$ cat config.mk
export PLATFORM = sky130hd
export DESIGN_NAME = result_merge_flat
export DESIGN_NICKNAME = d
export VERILOG_FILES = /design/src/rtl/core_pkg.sv /design/src/rtl/wb_if.sv /design/src/rtl/exec_if.sv /design/src/rtl/result_merge.sv /design/src/flat_wrapper.sv
export SDC_FILE = /design/constraint.sdc
export NUM_CORES = 1
export LEC_CHECK = 0
export BUFFER_PORTS_ARGS = -buffer_cell sky130_fd_sc_hd__buf_4
export CAP_MARGIN = 20
export CORE_AREA = 10 10 157 159
export CTS_BUF_LIST = sky130_fd_sc_hd__clkbuf_8
export CTS_CLUSTER_SIZE = 30
export DETAILED_ROUTE_END_ITERATION = 10
export DIE_AREA = 0 0 167 169
export PLACE_DENSITY_LB_ADDON = 0.15
export RECOVER_POWER = 100
export SLEW_MARGIN = 10
export SYNTH_ARGS = -nofsm -noshare
export SYNTH_HDL_FRONTEND = slang
export SYNTH_SLANG_ARGS = --single-unit
$ cat constraint.sdc
create_clock -name clk -period 4.1 [get_ports clk]
set_input_delay 0.41 -clock clk [delete_from_list [all_inputs] [get_ports clk]]
set_output_delay 0.41 -clock clk [all_outputs]
set_load 0.005 [all_outputs]
$ cat src/rtl/core_pkg.sv
`default_nettype none

package core_pkg;

    // datapath and instruction widths
    localparam int xlen       = 64;
    localparam int instr_w    = 32;
    localparam int reg_addr_w = 5;
    localparam int num_regs   = 32;
    localparam int lit_w      = 12;
    localparam int opcode_w   = 5;

    // field positions inside the instruction word
    localparam int op_lsb = 27;   // opcode in 31..27
    localparam int rd_lsb = 22;   // rd in 26..22
    localparam int rs_lsb = 17;   // rs in 21..17
    localparam int rt_lsb = 12;   // rt in 16..12

    // kept opcodes, encodings as in the full core
    typedef enum logic [opcode_w-1:0] {
        op_and     = 5'h00,
        op_or      = 5'h01,
        op_xor     = 5'h02,
        op_not     = 5'h03,
        op_shftr   = 5'h04,
        op_shftri  = 5'h05,
        op_shftl   = 5'h06,
        op_shftli  = 5'h07,
        op_halt    = 5'h0F,
        op_mov_rs  = 5'h11,
        op_mov_lit = 5'h12,
        op_add     = 5'h18,
        op_addi    = 5'h19,
        op_sub     = 5'h1A,
        op_subi    = 5'h1B,
        op_mul     = 5'h1C
    } opcode_t;

    // which unit produces the result
    typedef enum logic [1:0] {
        class_none,     // bubble or unknown opcode
        class_arith,
        class_logic,
        class_halt
    } op_class_t;

    localparam logic [xlen-1:0] sp_reset_default = 64'h0008_0000;   // stack start

endpackage

`default_nettype wire
$ cat src/rtl/wb_if.sv
`timescale 1ns/1ps
`default_nettype none

// writeback result, fed back to issue for regfile write and forwarding
interface wb_if;

    logic                                valid;   // writes rd
    logic [core_pkg::reg_addr_w-1:0]     rd;
    logic [core_pkg::xlen-1:0]           data;
    logic                                halt;    // halt slot, no write

    modport source (
        output valid, rd, data, halt
    );

    modport sink (
        input valid, rd, data, halt
    );

endinterface

`default_nettype wire

$ cat src/rtl/exec_if.sv
`timescale 1ns/1ps
`default_nettype none

// one issued instruction, operands already forwarded
interface exec_if;

    logic                                valid;
    core_pkg::opcode_t                   op;
    core_pkg::op_class_t                 cls;
    logic [core_pkg::reg_addr_w-1:0]     rd;
    logic [core_pkg::reg_addr_w-1:0]     rs;
    logic [core_pkg::reg_addr_w-1:0]     rt;
    logic [core_pkg::lit_w-1:0]          lit;
    logic [core_pkg::xlen-1:0]           rd_val;   // old rd, for literal forms
    logic [core_pkg::xlen-1:0]           rs_val;
    logic [core_pkg::xlen-1:0]           rt_val;

    modport issue (
        output valid, op, cls, rd, rs, rt, lit, rd_val, rs_val, rt_val
    );

    modport exec (
        input valid, op, cls, rd, rs, rt, lit, rd_val, rs_val, rt_val
    );

endinterface

`default_nettype wire

$ cat src/rtl/result_merge.sv
`timescale 1ns/1ps
`default_nettype none

module result_merge (
    input  wire logic                      clk,
    input  wire logic                      reset,
    exec_if.exec                           ex,
    input  wire logic [core_pkg::xlen-1:0] arith_result,
    input  wire logic [core_pkg::xlen-1:0] logic_result,
    wb_if.source                           wb
);

    logic                      writes_rd;
    logic                      is_halt;
    logic [core_pkg::xlen-1:0] sel_data;

    // only real arith and logic ops write back
    assign writes_rd = ex.valid &&
                       ((ex.cls == core_pkg::class_arith) ||
                        (ex.cls == core_pkg::class_logic));
    assign is_halt   = ex.valid && (ex.cls == core_pkg::class_halt);

    always_comb begin
        case (ex.cls)
            core_pkg::class_arith: sel_data = arith_result;
            core_pkg::class_logic: sel_data = logic_result;
            default:               sel_data = '0;   // halt and bubbles carry no data
        endcase
    end

    // writeback register
    always_ff @(posedge clk or posedge reset) begin
        if (reset) begin
            wb.valid <= 1'b0;
            wb.halt  <= 1'b0;
            wb.rd    <= '0;
            wb.data  <= '0;
        end else begin
            wb.valid <= writes_rd;
            wb.halt  <= is_halt;   // one cycle, halt slot
            wb.rd    <= ex.rd;
            wb.data  <= sel_data;
        end
    end

endmodule

`default_nettype wire

$ cat src/flat_wrapper.sv
// flat-port wrapper written by rule: the top's interface ports become plain ports
module result_merge_flat 
  (clk, reset, arith_result, logic_result, ex_valid, ex_op, ex_cls, ex_rd, ex_rs, ex_rt, ex_lit, ex_rd_val, ex_rs_val, ex_rt_val, wb_valid, wb_rd, wb_data, wb_halt);
  exec_if ex_i ();
  wb_if wb_i ();
  input  wire logic clk;
  input  wire logic reset;
  input  wire logic [core_pkg::xlen-1:0] arith_result;
  input  wire logic [core_pkg::xlen-1:0] logic_result;
  input wire logic [$bits(ex_i.valid)-1:0] ex_valid;
  input wire logic [$bits(ex_i.op)-1:0] ex_op;
  input wire logic [$bits(ex_i.cls)-1:0] ex_cls;
  input wire logic [$bits(ex_i.rd)-1:0] ex_rd;
  input wire logic [$bits(ex_i.rs)-1:0] ex_rs;
  input wire logic [$bits(ex_i.rt)-1:0] ex_rt;
  input wire logic [$bits(ex_i.lit)-1:0] ex_lit;
  input wire logic [$bits(ex_i.rd_val)-1:0] ex_rd_val;
  input wire logic [$bits(ex_i.rs_val)-1:0] ex_rs_val;
  input wire logic [$bits(ex_i.rt_val)-1:0] ex_rt_val;
  output wire logic [$bits(wb_i.valid)-1:0] wb_valid;
  output wire logic [$bits(wb_i.rd)-1:0] wb_rd;
  output wire logic [$bits(wb_i.data)-1:0] wb_data;
  output wire logic [$bits(wb_i.halt)-1:0] wb_halt;
  assign ex_i.valid = ex_valid;
  assign ex_i.op = ex_op;
  assign ex_i.cls = ex_cls;
  assign ex_i.rd = ex_rd;
  assign ex_i.rs = ex_rs;
  assign ex_i.rt = ex_rt;
  assign ex_i.lit = ex_lit;
  assign ex_i.rd_val = ex_rd_val;
  assign ex_i.rs_val = ex_rs_val;
  assign ex_i.rt_val = ex_rt_val;
  assign wb_valid = wb_i.valid;
  assign wb_rd = wb_i.rd;
  assign wb_data = wb_i.data;
  assign wb_halt = wb_i.halt;
  result_merge u_core (.clk(clk), .reset(reset), .ex(ex_i), .arith_result(arith_result), .logic_result(logic_result), .wb(wb_i));
endmodule
==> impl_metrics.tcl <==
set metrics [dict create \
    fmax_ghz 0.404 \
    vias 2547 \
    p_int_uw 1380 \
    rows 54 \
    grt-ovfl-total 0 \
    wl_per_cell_um 18.7 \
    drc_errors 0 \
    ys_warn_count 0 \
    drv_slew 77 \
    tritoncts "yes" \
    worst_slew_pin_slew_ns 1.82 \
    p_leak_uw 0.00219 \
    cts_resized 0 \
    dp.cells 698 \
    fin_tns_setup_ns 0 \
    relSlewSlack_pct -21.4 \
    vias_per_cell 3.56 \
    clockBufferDepth 2 \
    fp.dieH_um 169 \
    peakVddDrop_uv 139 \
    top_layer "met4" \
    stdcell_count 715 \
    p_sw_uw 440 \
    drtIter0Drc 100 \
    comb_power_share_pct 15.3 \
    grt_pass1_wl_um 19800 \
    drt_wl_total_um 13400 \
    final_common_cell "buf_4" \
    worst_slack_ns 1.63 \
    cts_setup_buffers 0 \
    cap_violations 2 \
    grt_usage_pct 9.24 \
    syn-cell-area_mm2 0.00288 \
    antenna_found_initial 1 \
    crit_type "input port to flop" \
    io_buffers 208 \
    syn_avg_cell_area_um2 12.6 \
    cpMaxStageDelayCell "ha_1" \
    areaGrowthSynthToFinish_pct 61.1 \
    wl_met1_um 5870 \
    setup_viol 0 \
    initial_core_util_pct 13.3 \
    htreeDepth 3 \
    ys_seq_elements 71 \
    rsz0062_at_grt "false" \
    fp.dieW_um 167 \
    seq_power_share_pct 41.2 \
    min_period_ns 2.47 \
    critPathCaptureType "flop" \
    grt_pass1_vias 2986 \
    io_pins 428 \
    synth.distinct_cells 15 \
    clkTransAtPathRegs_ns 0.09 \
    clockPowerShare_pct 43.5 \
    netlist_instances 228 \
    ys_seq_area_share_pct 61.8 \
    hold_class "input port to flop" \
    layout.nets 789 \
    cpPeakStageDelay_ns 1.36 \
    dieArea_mm2 0.0282 \
    powerDensity_mw_per_mm2 393 \
    violations "capacitance limit, slew limit" \
    multi_input_area_um2 821 \
    period_share_pct 60.3 \
    coreArea_mm2 0.0216 \
    holdPathStages 1 \
    final_cell_mix "buf_4, dfrtp_1, nor2_1" \
    antenna_left 0 \
    numCtsBuffers 9 \
    met3_wirelength_um 1840 \
    preCtsSetupSlack_ns 1.78 \
    arrival_ns 2.74 \
    crit_fanout 42 \
    cts_sinks 71 \
    firstDrtPassIters 4 \
    regArea_mm2 0.00178 \
    place_hpwl_um 10300 \
    p_sw_share_pct 24.2 \
    drive_gt1_share_pct 42.9 \
    hold_violations 0 \
    status "finished with violations" \
    required_ns 4.37 \
    synth_nets 588 \
    startpoint_type "input port" \
    root_buffer "clkbuf_8" \
    wl_met2_um 5580 \
    place_congestion 0.717 \
    fillCellCount 2408 \
    crit_chain "clkbuf_1 > inv_1 > ha_1 > buf_4 > a22oi_1 > nor2_1" \
    cts_hold_buf 0 \
    grt_max_degree 65 \
]
worst paths after layout:
| check | start | endpoint | slack [ns] |
|---|---|---|---|
| max in group asynchronous | reset | u_core.wb.data[21] | 2.01 |
| min | ex_rd[4] | u_core.wb.rd[4] | 0.18 |
| min in group asynchronous | reset | u_core.wb.data[27] | 0.42 |
| max | ex_cls[0] | u_core.wb.data[60] | 1.63 |
synth_stat cells (all sizes together):
master	n	area [um2]
and2	1	6.26
nor2	64	243
buf	20	205
clkbuf	1	3.75
a22oi	64	586
dfrtp	71	1780
nor2b	1	6.26
ha	3	37.5
inv	3	11.3
area by class of cell:
class,count,share of cell area (%)
antenna,1,0.0540
timing repair buffer,211,30.0
tap,280,7.56
clock inverter,5,2.76
inverter,3,0.270
sequential,71,38.4
clock buffer,11,3.27
multi-input combinational,133,17.7
worst max-delay path: cells and delay by family:
family / cells / cell delay, ns
compound gates: 1 / 0.14
simple gates: 1 / 0.12
buf+inv: 3 / 0.68
fa+ha+maj: 1 / 1.36
state kept, by name (all words and copies together) (netlist names):
name	cells
u_core.wb.rd	5
u_core.wb.data	64
u_core.wb.valid	1
u_core.wb.halt	1
stage by stage:
| step | hold WS [ns] | instance area [um2] | utilization, % | power (uW) |
|---|---|---|---|---|
| final | 0.176 | 4630 | 21.5 | 1820 |
| after global routing | 0.138 | 4630 | 21.5 | 1930 |
| after CTS | 0.0979 | 4900 | 22.7 | 1910 |
| after detailed placement | 0.515 | 4620 | 21.4 | 1090 |
| after global placement | 0.504 | 4620 | 21.4 | 1090 |
| after floorplan | 0.441 | 2880 | - | 881 |
cells by family (layout without fill, tap and decap cells):
family	count (synthesis)	count (layout)	share of synthesized area, %
flip-flops	71	71	61.8
AND/OR/NAND/NOR	66	66	8.88
AO/OA/AOI/OAI	64	64	20.4
buffers and inverters	24	230	7.66
adder cells (fa/ha/maj)	3	3	1.31
other	0	1	0
per-layer routing:
layer  vias up  track usage [%]
met5         -                0
met4         0             2.29
met3         5             6.69
met2       139             13.0
met1      1206             11.0
li1       1197                -
power by group through the flow:
stage / logic, uW / clock network (uW) / registers [uW]
after floorplan: 112 / 0 / 769
after detailed placement: 323 / 0 / 764
after global placement: 321 / 0 / 764
after global routing: 312 / 862 / 755
final: 278 / 792 / 750
after CTS: 323 / 837 / 752
No activity file was read; power rests on OpenSTA's default activity.
